[config.mk]
export PLATFORM = sky130hd
export DESIGN_NAME = uart_bridge
export DESIGN_NICKNAME = d
export VERILOG_FILES = /design/src/verilog/uart_pkg.sv /design/src/verilog/uart_tx.sv /design/src/verilog/uart_rx.sv /design/src/verilog/uart_cmd_ctrl.sv /design/src/verilog/uart_bridge.sv
export SDC_FILE = /design/constraint.sdc
export NUM_CORES = 1
export LEC_CHECK = 0
export ABC_AREA = 1
export BUFFER_PORTS_ARGS = -buffer_cell sky130_fd_sc_hd__buf_2
export CORE_ASPECT_RATIO = 0.5
export CORE_UTILIZATION = 55
export CTS_CLUSTER_SIZE = 25
export DETAILED_ROUTE_END_ITERATION = 6
export GPL_TIMING_DRIVEN = 0
export PLACE_DENSITY = 0.83
export SKIP_CTS_REPAIR_TIMING = 1
export SYNTH_ARGS = -nofsm -noshare
export SYNTH_HDL_FRONTEND = slang
export SYNTH_HIERARCHICAL = 1
export SYNTH_SLANG_ARGS = --single-unit
[constraint.sdc]
create_clock -name clk -period 2.1 [get_ports clk]
set_clock_uncertainty 0.1 [all_clocks]
set_input_delay 0.42 -clock clk [delete_from_list [all_inputs] [get_ports clk]]
set_output_delay 0.42 -clock clk [all_outputs]
set_load 0.02 [all_outputs]
[src/verilog/uart_pkg.sv]
`default_nettype none

package uart_pkg;

  // Serial bit timing.
  localparam int clks_per_bit     = 434;
  localparam int half_bit         = 217;  // Start edge to the middle of the start bit.
  localparam int frame_gap        = 16;   // Idle line cycles between the two write frames.
  localparam int rsp_timeout_bits = 32;   // Bit times allowed for a read reply.

  localparam int rsp_timeout_cycles = rsp_timeout_bits * clks_per_bit;

  // Counter widths.
  localparam int bit_cnt_w = $clog2(clks_per_bit);
  localparam int gap_cnt_w = $clog2(frame_gap);
  localparam int tmo_cnt_w = $clog2(rsp_timeout_cycles);

  // Host command, write flag in bit 15.
  typedef struct packed {
    logic       write;
    logic [6:0] addr;
    logic [7:0] data;
  } cmd_t;

  // Read response.
  typedef struct packed {
    logic [7:0] data;
    logic       parity_err;
    logic       timeout;
  } rsp_t;

  typedef enum logic [2:0] {
    idle,
    send_addr,
    gap,
    send_data,
    wait_reply,
    respond
  } ctrl_state_t;

endpackage

`default_nettype wire

[src/verilog/uart_tx.sv]
`timescale 1ns/1ps
`default_nettype none

module uart_tx (
  input  logic       clk,
  input  logic       rst_n,
  input  logic       tx_start,
  input  logic [7:0] tx_byte,
  output logic       tx,
  output logic       tx_busy
);

  import uart_pkg::*;

  logic [bit_cnt_w-1:0] bit_cnt;
  logic [3:0]           bit_idx;   // 0 start, 1 to 8 data, 9 parity, 10 stop.
  logic [9:0]           frame_sr;
  logic                 bit_end;

  assign bit_end = (bit_cnt == bit_cnt_w'(clks_per_bit - 1));

  always_ff @(posedge clk or negedge rst_n)
  begin
    if (!rst_n)
    begin
      tx      <= 1'b1;
      tx_busy <= 1'b0;
      bit_cnt <= '0;
      bit_idx <= '0;
    end
    else if (!tx_busy)
    begin
      if (tx_start)
      begin
        tx      <= 1'b0;  // Start bit goes out in the next cycle.
        tx_busy <= 1'b1;
        bit_cnt <= '0;
        bit_idx <= '0;
      end
    end
    else if (bit_end)
    begin
      bit_cnt <= '0;
      if (bit_idx == 4'd10)
      begin
        tx_busy <= 1'b0;  // Line stays high after the stop bit.
      end
      else
      begin
        tx      <= frame_sr[0];
        bit_idx <= bit_idx + 4'd1;
      end
    end
    else
    begin
      bit_cnt <= bit_cnt + 1'b1;
    end
  end

  // Holds data, even parity and stop, shifted out LSB first.
  always_ff @(posedge clk)
  begin
    if (tx_start && !tx_busy)
    begin
      frame_sr <= {1'b1, ^tx_byte, tx_byte};
    end
    else if (tx_busy && bit_end)
    begin
      frame_sr <= {1'b1, frame_sr[9:1]};
    end
  end

endmodule

`default_nettype wire

[src/verilog/uart_rx.sv]
`timescale 1ns/1ps
`default_nettype none

module uart_rx (
  input  logic       clk,
  input  logic       rst_n,
  input  logic       rx,
  output logic       rx_vld,
  output logic [7:0] rx_byte,
  output logic       rx_parity_err
);

  import uart_pkg::*;

  logic                 rx_s1;
  logic                 rx_s2;
  logic                 rx_prev;
  logic                 busy;
  logic [bit_cnt_w-1:0] cnt;
  logic [3:0]           bit_idx;
  logic [7:0]           data_sr;
  logic                 parity_bit;
  logic                 sample;

  // The start bit is checked half a bit in, every later bit one full bit apart.
  assign sample = (bit_idx == 4'd0) ? (cnt == bit_cnt_w'(half_bit - 1))
                                    : (cnt == bit_cnt_w'(clks_per_bit - 1));

  always_ff @(posedge clk or negedge rst_n)
  begin
    if (!rst_n)
    begin
      rx_s1   <= 1'b1;
      rx_s2   <= 1'b1;
      rx_prev <= 1'b1;
    end
    else
    begin
      rx_s1   <= rx;
      rx_s2   <= rx_s1;
      rx_prev <= rx_s2;
    end
  end

  always_ff @(posedge clk or negedge rst_n)
  begin
    if (!rst_n)
    begin
      busy    <= 1'b0;
      cnt     <= '0;
      bit_idx <= '0;
      rx_vld  <= 1'b0;
    end
    else
    begin
      rx_vld <= 1'b0;
      if (!busy)
      begin
        if (rx_prev && !rx_s2)
        begin
          busy    <= 1'b1;
          cnt     <= bit_cnt_w'(1);  // Edge cycle counts as the first one.
          bit_idx <= '0;
        end
      end
      else if (sample)
      begin
        cnt <= '0;
        if (bit_idx == 4'd0 && rx_s2)
        begin
          busy <= 1'b0;  // Glitch, not a start bit.
        end
        else if (bit_idx == 4'd10)
        begin
          busy   <= 1'b0;
          rx_vld <= 1'b1;
        end
        else
        begin
          bit_idx <= bit_idx + 4'd1;
        end
      end
      else
      begin
        cnt <= cnt + 1'b1;
      end
    end
  end

  always_ff @(posedge clk)
  begin
    if (busy && sample)
    begin
      if (bit_idx >= 4'd1 && bit_idx <= 4'd8)
      begin
        data_sr <= {rx_s2, data_sr[7:1]};  // LSB arrives first.
      end
      if (bit_idx == 4'd9)
      begin
        parity_bit <= rx_s2;
      end
      if (bit_idx == 4'd10)
      begin
        rx_byte       <= data_sr;
        rx_parity_err <= ^{data_sr, parity_bit};
      end
    end
  end

endmodule

`default_nettype wire

[src/verilog/uart_cmd_ctrl.sv]
`timescale 1ns/1ps
`default_nettype none

module uart_cmd_ctrl (
  input  logic           clk,
  input  logic           rst_n,
  input  uart_pkg::cmd_t cmd,
  input  logic           cmd_vld,
  output logic           cmd_rdy,
  output uart_pkg::rsp_t rsp,
  output logic           rsp_vld,
  output logic           tx_start,
  output logic [7:0]     tx_byte,
  input  logic           tx_busy,
  input  logic           rx_vld,
  input  logic [7:0]     rx_byte,
  input  logic           rx_parity_err
);

  import uart_pkg::*;

  ctrl_state_t          state;
  cmd_t                 cmd_q;
  logic [gap_cnt_w-1:0] gap_cnt;
  logic [tmo_cnt_w-1:0] tmo_cnt;
  logic                 frame_done;
  logic                 tmo_hit;
  logic                 accept;

  assign cmd_rdy = (state == idle);
  assign rsp_vld = (state == respond);
  assign accept  = cmd_vld && cmd_rdy;

  // Address byte carries the write flag in bit 7.
  assign tx_byte = (state == send_data) ? cmd_q.data : {cmd_q.write, cmd_q.addr};

  // The serializer raises tx_busy one cycle after the start pulse.
  assign frame_done = !tx_busy && !tx_start;

  assign tmo_hit = (tmo_cnt == tmo_cnt_w'(rsp_timeout_cycles - 1));

  always_ff @(posedge clk or negedge rst_n)
  begin
    if (!rst_n)
    begin
      state    <= idle;
      tx_start <= 1'b0;
      gap_cnt  <= '0;
      tmo_cnt  <= '0;
    end
    else
    begin
      tx_start <= 1'b0;
      case (state)
        idle:
        begin
          if (accept)
          begin
            state    <= send_addr;
            tx_start <= 1'b1;
          end
        end
        send_addr:
        begin
          if (frame_done)
          begin
            gap_cnt <= '0;
            tmo_cnt <= '0;
            state   <= cmd_q.write ? gap : wait_reply;
          end
        end
        gap:
        begin
          // The busy check and the start pulse cover the last two idle cycles.
          if (gap_cnt == gap_cnt_w'(frame_gap - 3))
          begin
            state    <= send_data;
            tx_start <= 1'b1;
          end
          else
          begin
            gap_cnt <= gap_cnt + 1'b1;
          end
        end
        send_data:
        begin
          if (frame_done)
          begin
            state <= idle;
          end
        end
        wait_reply:
        begin
          if (rx_vld || tmo_hit)
          begin
            state <= respond;
          end
          else
          begin
            tmo_cnt <= tmo_cnt + 1'b1;
          end
        end
        respond:
        begin
          state <= idle;
        end
        default:
        begin
          state <= idle;
        end
      endcase
    end
  end

  always_ff @(posedge clk)
  begin
    if (accept)
    begin
      cmd_q <= cmd;
    end
    if (state == wait_reply)
    begin
      if (rx_vld)
      begin
        rsp <= '{data: rx_byte, parity_err: rx_parity_err, timeout: 1'b0};
      end
      else if (tmo_hit)
      begin
        rsp <= '{data: 8'h00, parity_err: 1'b0, timeout: 1'b1};  // No reply seen.
      end
    end
  end

endmodule

`default_nettype wire

[src/verilog/uart_bridge.sv]
`timescale 1ns/1ps
`default_nettype none

module uart_bridge (
  input  logic           clk,
  input  logic           rst_n,
  input  uart_pkg::cmd_t cmd,
  input  logic           cmd_vld,
  output logic           cmd_rdy,
  output uart_pkg::rsp_t rsp,
  output logic           rsp_vld,
  input  logic           rx,
  output logic           tx
);

  logic       tx_start;
  logic [7:0] tx_byte;
  logic       tx_busy;
  logic       rx_vld;
  logic [7:0] rx_byte;
  logic       rx_parity_err;

  uart_cmd_ctrl uart_cmd_ctrl_inst (
    .clk           (clk),
    .rst_n         (rst_n),
    .cmd           (cmd),
    .cmd_vld       (cmd_vld),
    .cmd_rdy       (cmd_rdy),
    .rsp           (rsp),
    .rsp_vld       (rsp_vld),
    .tx_start      (tx_start),
    .tx_byte       (tx_byte),
    .tx_busy       (tx_busy),
    .rx_vld        (rx_vld),
    .rx_byte       (rx_byte),
    .rx_parity_err (rx_parity_err)
  );

  uart_tx uart_tx_inst (
    .clk      (clk),
    .rst_n    (rst_n),
    .tx_start (tx_start),
    .tx_byte  (tx_byte),
    .tx       (tx),
    .tx_busy  (tx_busy)
  );

  // Runs all the time, the controller only listens in wait_reply.
  uart_rx uart_rx_inst (
    .clk           (clk),
    .rst_n         (rst_n),
    .rx            (rx),
    .rx_vld        (rx_vld),
    .rx_byte       (rx_byte),
    .rx_parity_err (rx_parity_err)
  );

endmodule

`default_nettype wire

# After elaboration in Yosys (flattened, before gate mapping)
# Cells that the tools add are included.
# word_totals
ff_bits	108
inputBits	20
output_inout_bits	13
word_cells	144
# classes
eq_ne	25
mux	54
order_cmp	2
add_sub_neg	6
reduce_logical	31
# ops
operator	n
9-bit 2-to-1 mux	8
4-bit 2-to-1 mux	11
14-bit 2-to-1 mux	2
14-bit one-hot mux with 2 select lines	1
1-bit 2-to-1 mux	20
10-bit 2-to-1 mux	2
9-bit by 1-bit adder with 9-bit output (second input constant)	2
9-bit equality test (second input constant)	2
3-bit 2-to-1 mux	6
4-bit equality test (second input constant)	4
2-bit inequality test (second input constant)	8
3-bit one-hot mux with 5 select lines	1
14-bit by 1-bit adder with 14-bit output (second input constant)	1
14-bit equality test (second input constant)	1
4-bit by 1-bit adder with 4-bit output (second input constant)	3
2-bit nonzero test	6
9-bit by 8-bit equality test with 1-bit output (second input constant)	1
3-bit AND reduction	3
9-bit XOR reduction	1
1-bit logical AND	8
8-bit 2-to-1 mux	1
2-bit by 1-bit inequality test with 1-bit output (second input constant)	4
4-bit one-hot mux with 2 select lines	1
2-bit AND reduction	4
other kinds (13)	17

# Depth between registers and ports, before layout
# logic_depth
word_depth	5
ltp_mapped	13
mapped_depth_nobuf	12

# By module
# The synthesis kept the hierarchy.
# modules_own_cells
mod	n_inst	seq_area_each_um2	area_each_um2	cells_each
uart_cmd_ctrl	1	1331.3	2382.3	284
uart_rx	1	994.7	1706.6	165
uart_tx	1	646.9	1412.6	170

# Least setup slack after synthesis
# OpenSTA, ideal clock, no wires.
# synth_timing
path_type	register to register
start	register uart_rx_inst.bit_idx[0]
end	register uart_rx_inst.data_sr[0] (enable)
setup_slack_ns	-0.029
required_time_ns	1.617
setup_ns	0.383
t_arrival_ns	1.646
period_less_slack_ns	2.129
path_stages_with_launch	8
path_buffers	0
path_cell_list	dfrtp_1 -> inv_1 -> ha_1 -> nand2_2 -> nand2_1 -> nand2_1 -> nand3_4 -> nor3_1
# synth_via
elab_chain_len	4
elab_cells_between_ends	7
classes_between	order compare: 2; mux: 1; reduce/logical: 4
# synth_lines
item	line	rtl
from (decl)	uart_rx.sv:20	logic [3:0] bit_idx;
from (signal assigned)	uart_rx.sv:80	bit_idx <= bit_idx + 4'd1;
parallel branches: the longest is 3 deep, another holds 4-bit by 1-bit greater-or-equal comparator with 1-bit output	-	
2-bit AND reduction (no line) (*)	-	
to (signal assigned)	uart_rx.sv:96	data_sr <= {rx_s2, data_sr[7:1]};
to (decl)	uart_rx.sv:21	logic [7:0] data_sr;
# Mark *: on every way between the ends.
# A chain may end at the register's enable or synchronous reset.

# Final worst setup path
# layout_timing
start	register uart_cmd_ctrl_inst.state[0]
end	register uart_tx_inst.frame_sr[8], data pin
# layout_via
elab_chain_len	4
# layout_lines
item	line	rtl
from (decl)	uart_cmd_ctrl.sv:22	ctrl_state_t state;
from (signal assigned)	uart_cmd_ctrl.sv:46	state <= idle;
from (signal assigned)	uart_cmd_ctrl.sv:59	state <= send_addr;
from (signal assigned)	uart_cmd_ctrl.sv:69	state <= cmd_q.write ? gap : wait_reply;
3-bit by 2-bit equality test with 1-bit output	uart_cmd_ctrl.sv:35	assign tx_byte = (state == send_data) ? cmd_q.data : {cmd_q.write, cmd_q.addr};
8-bit 2-to-1 mux	uart_cmd_ctrl.sv:35	
named net tx_byte[5]	uart_bridge.sv:17	logic [7:0] tx_byte;
8-bit XOR reduction	uart_tx.sv:65	frame_sr <= {1'b1, ^tx_byte, tx_byte};
9-bit 2-to-1 mux	uart_tx.sv:63	if (tx_start && !tx_busy)
to (signal assigned)	uart_tx.sv:65	
to (signal assigned)	uart_tx.sv:69	frame_sr <= {1'b1, frame_sr[9:1]};
to (decl)	uart_tx.sv:17	logic [9:0] frame_sr;
# The timed path passes the listed nets, and every way through them passes these cells.

==> results.cfg <==
[floorplan]
die_y_um = 72.7
dieWidth_um = 143
rows = 25
die_area_mm2 = 0.0104
core-area_mm2 = 0.00957
start_util = 0.575
io_pins = 33

[worst_setup_path]
crit_required_ns = 2.09
critPathKind = reg -> reg
r2r_start = uart_cmd_ctrl_inst/state[0]
ff2ff_path_depth = 12
end_kind = register
worstPathArrival_ns = 2.15
r2r_setup_slack_ns = -0.06
reg2reg_to = uart_tx_inst/frame_sr[8]
start_kind = register
cp_max_fo = 10

[routing]
finalWirelength_um = 10200
ant_nets = 0
drc = 0
drt_iter0_drc = 282
routed_via_density = 5.11
firstDrtPassIters = 5
wl_per_cell_um = 12.7
dr_total_vias = 4100

[synth]
synth-seq-area-share = 0.540
syn_avg_cell_area_um2 = 8.89
synth_cell_types = 33
synth_cells = 619
ys_warn_count = 6
synth_top_cell_by_area = edfxtp_1
ys_seq_elements = 108
syn_nets = 652
synth_top_area_frac = 0.289
syn_area_mm2 = 0.00550
synth_area_leaders = edfxtp_1 29%, dfrtp_1 23%, nand2_1 14%

[layout]
stdcell_area_mm2 = 0.00620
drive_gt1_frac = 0.157
final_common_cell = nand2_1
nNetsFinal = 696
antenna_cells = 0
final_cells = 803
fillers = 748
layout_common_cells = 210 x nand2_1, 66 x inv_1, 53 x edfxtp_1
area_delta_synth_final_pct = 12.8
post-route-util = 0.648

[clocking]
cts_max_path_buffers = 2
path_clk_slew_ns = 0.07
cts_root_buffer = clkbuf_16
numCtsBuffers = 9
cts_tree = done
insertion_delay_ns = 0.35
clkSinkCount = 108
htreeDepth = 3

[timing]
finalSetupViolations = 1
hold_viol = 0
relSlewSlack = 0.494
post-route-period-util = 1.03
tightestPinTransition_ns = 0.758
holdWs_ns = 0.0162
max_freq_mhz = 462
setup_tns_ns = -0.0650
drv_slew = 0
min_period_ns = 2.16
fin_ws_ns = -0.0650
rsz0062_at_grt = yes

[grt]
grt_max_degree = 56
grtUsageTotal = 0.208
antenna_found_initial = 0
global_route.usage.met2 = 0.366
grt_util_met3 = 0.0466
grt_overflow_total = 0
grt_first_pass_wirelength_um = 16800
gr-usage-met1 = 0.257
first_global_vias = 3787
grt-busiest-layer = met2

[placed_design]
hpwl_um = 7080
post-place-cells = 786
gp_congestion = 0.875
io_buffers = 32
place_area_mm2 = 0.00584

[pwr]
vdd_drop_max_uv = 516
power.density_mw_per_mm2 = 977
p_leak_nw = 2.93

[min_path]
min_path_type = in -> async

[run]
drv_cap = 0

[outcome]
violations = setup timing
outcome = finished with violations
==> layer usage <==
| metal | part of all wire | up-vias |
|---|---|---|
| li1 | - | 2072 |
| met1 | 0.45 | 1901 |
| met2 | 0.49 | 107 |
| met3 | 0.035 | 20 |
| met4 | 0.019 | 0 |
| met5 | 0 | - |
==> cells by family (layout without fill, tap and decap cells) <==
kind of cell | count (synthesis) | count (layout) | synth area share
buffers and inverters | 86 | 135 | 0.0662
adder cells (fa/ha/maj) | 13 | 13 | 0.0296
XOR/XNOR | 27 | 27 | 0.0430
flip-flops | 108 | 108 | 0.540
AO/OA/AOI/OAI | 35 | 35 | 0.0362
AND/OR/NAND/NOR | 350 | 350 | 0.285
==> area by class of cell <==
cell class / count / area (um^2) / share of cell area
flip-flops and latches: 108 / 2970 / 0.479
clock inverters: 7 / 80.1 / 0.0129
repair buffers: 33 / 183 / 0.0294
clock buffers: 9 / 225 / 0.0363
inverters: 78 / 297 / 0.0478
well taps: 135 / 169 / 0.0272
multi-input cells: 425 / 2200 / 0.355
plain buffers: 8 / 73.8 / 0.0119
==> through the flow <==
| step | total power, mW | worst slack, ns |
|---|---|---|
| after CTS | 6.01 | -0.115 |
| final | 6.06 | -0.0650 |
| after detailed placement | 4.29 | -0.0891 |
| after global routing | 6.43 | -0.211 |
| after global placement | 4.20 | -0.0272 |
| after floorplan | 3.90 | 0.160 |
==> synth_stat cells, drive strengths merged <==
cell,instances
edfxtp,53
xor2,14
inv,77
o21bai,3
or2,1
o31ai,1
nor3b,1
dfstp,4
clkinv,1
a21oi,5
nand4,10
nor3,7
xnor2,13
dfrtp,51
o21ai,15
nand3b,2
o22ai,11
nand3,50
nand2,224
ha,13
buf,8
nor2,55
==> state kept, by name (all words and copies together) (netlist names), 8 cells and up <==
signal / cells
uart_cmd_ctrl_inst/tmo_cnt: 14
uart_cmd_ctrl_inst/cmd_q: 16
uart_cmd_ctrl_inst/rsp: 10
uart_rx_inst/rx_byte: 8
uart_rx_inst/data_sr: 8
uart_rx_inst/cnt: 9
uart_tx_inst/frame_sr: 9
uart_tx_inst/bit_cnt: 9
==> where the power goes <==
group / switching (mW) / internal (mW) / leakage, nW / total (mW)
sequential: 0.211 / 2.43 / 1.17 / 2.64
clock: 0.760 / 0.943 / 0.149 / 1.70
combinational: 1.12 / 0.594 / 1.61 / 1.71
total: 2.09 / 3.97 / 2.93 / 6.06
==> critical path, cell delays in order (launching register included) <==
cell and delay (ns):
dfrtp_1 0.49, inv_1 0.11, nor2_2 0.15, buf_4 0.19, inv_1 0.13, nand2_1 0.09, nand2_1 0.11, xnor2_2 0.20
inv_1 0.07, nand2_1 0.08, nand2_1 0.07, nand2_1 0.06, nand3_1 0.07
==> worst max-delay path by stage <==
stage	start	slack (ns)	end
after floorplan	uart_rx_inst/bit_idx[0]	0.16	uart_rx_inst/rx_byte[0]
after CTS	uart_cmd_ctrl_inst/state[2]	-0.11	uart_tx_inst/frame_sr[8]
after detailed placement	uart_rx_inst/bit_idx[0]	-0.09	uart_rx_inst/rx_byte[2]
after global placement	uart_rx_inst/bit_idx[0]	-0.03	uart_rx_inst/rx_byte[4]
after global routing	uart_cmd_ctrl_inst/state[2]	-0.21	uart_tx_inst/frame_sr[8]
final	uart_cmd_ctrl_inst/state[0]	-0.06	uart_tx_inst/frame_sr[8]
(Power assumes the default switching activity.)
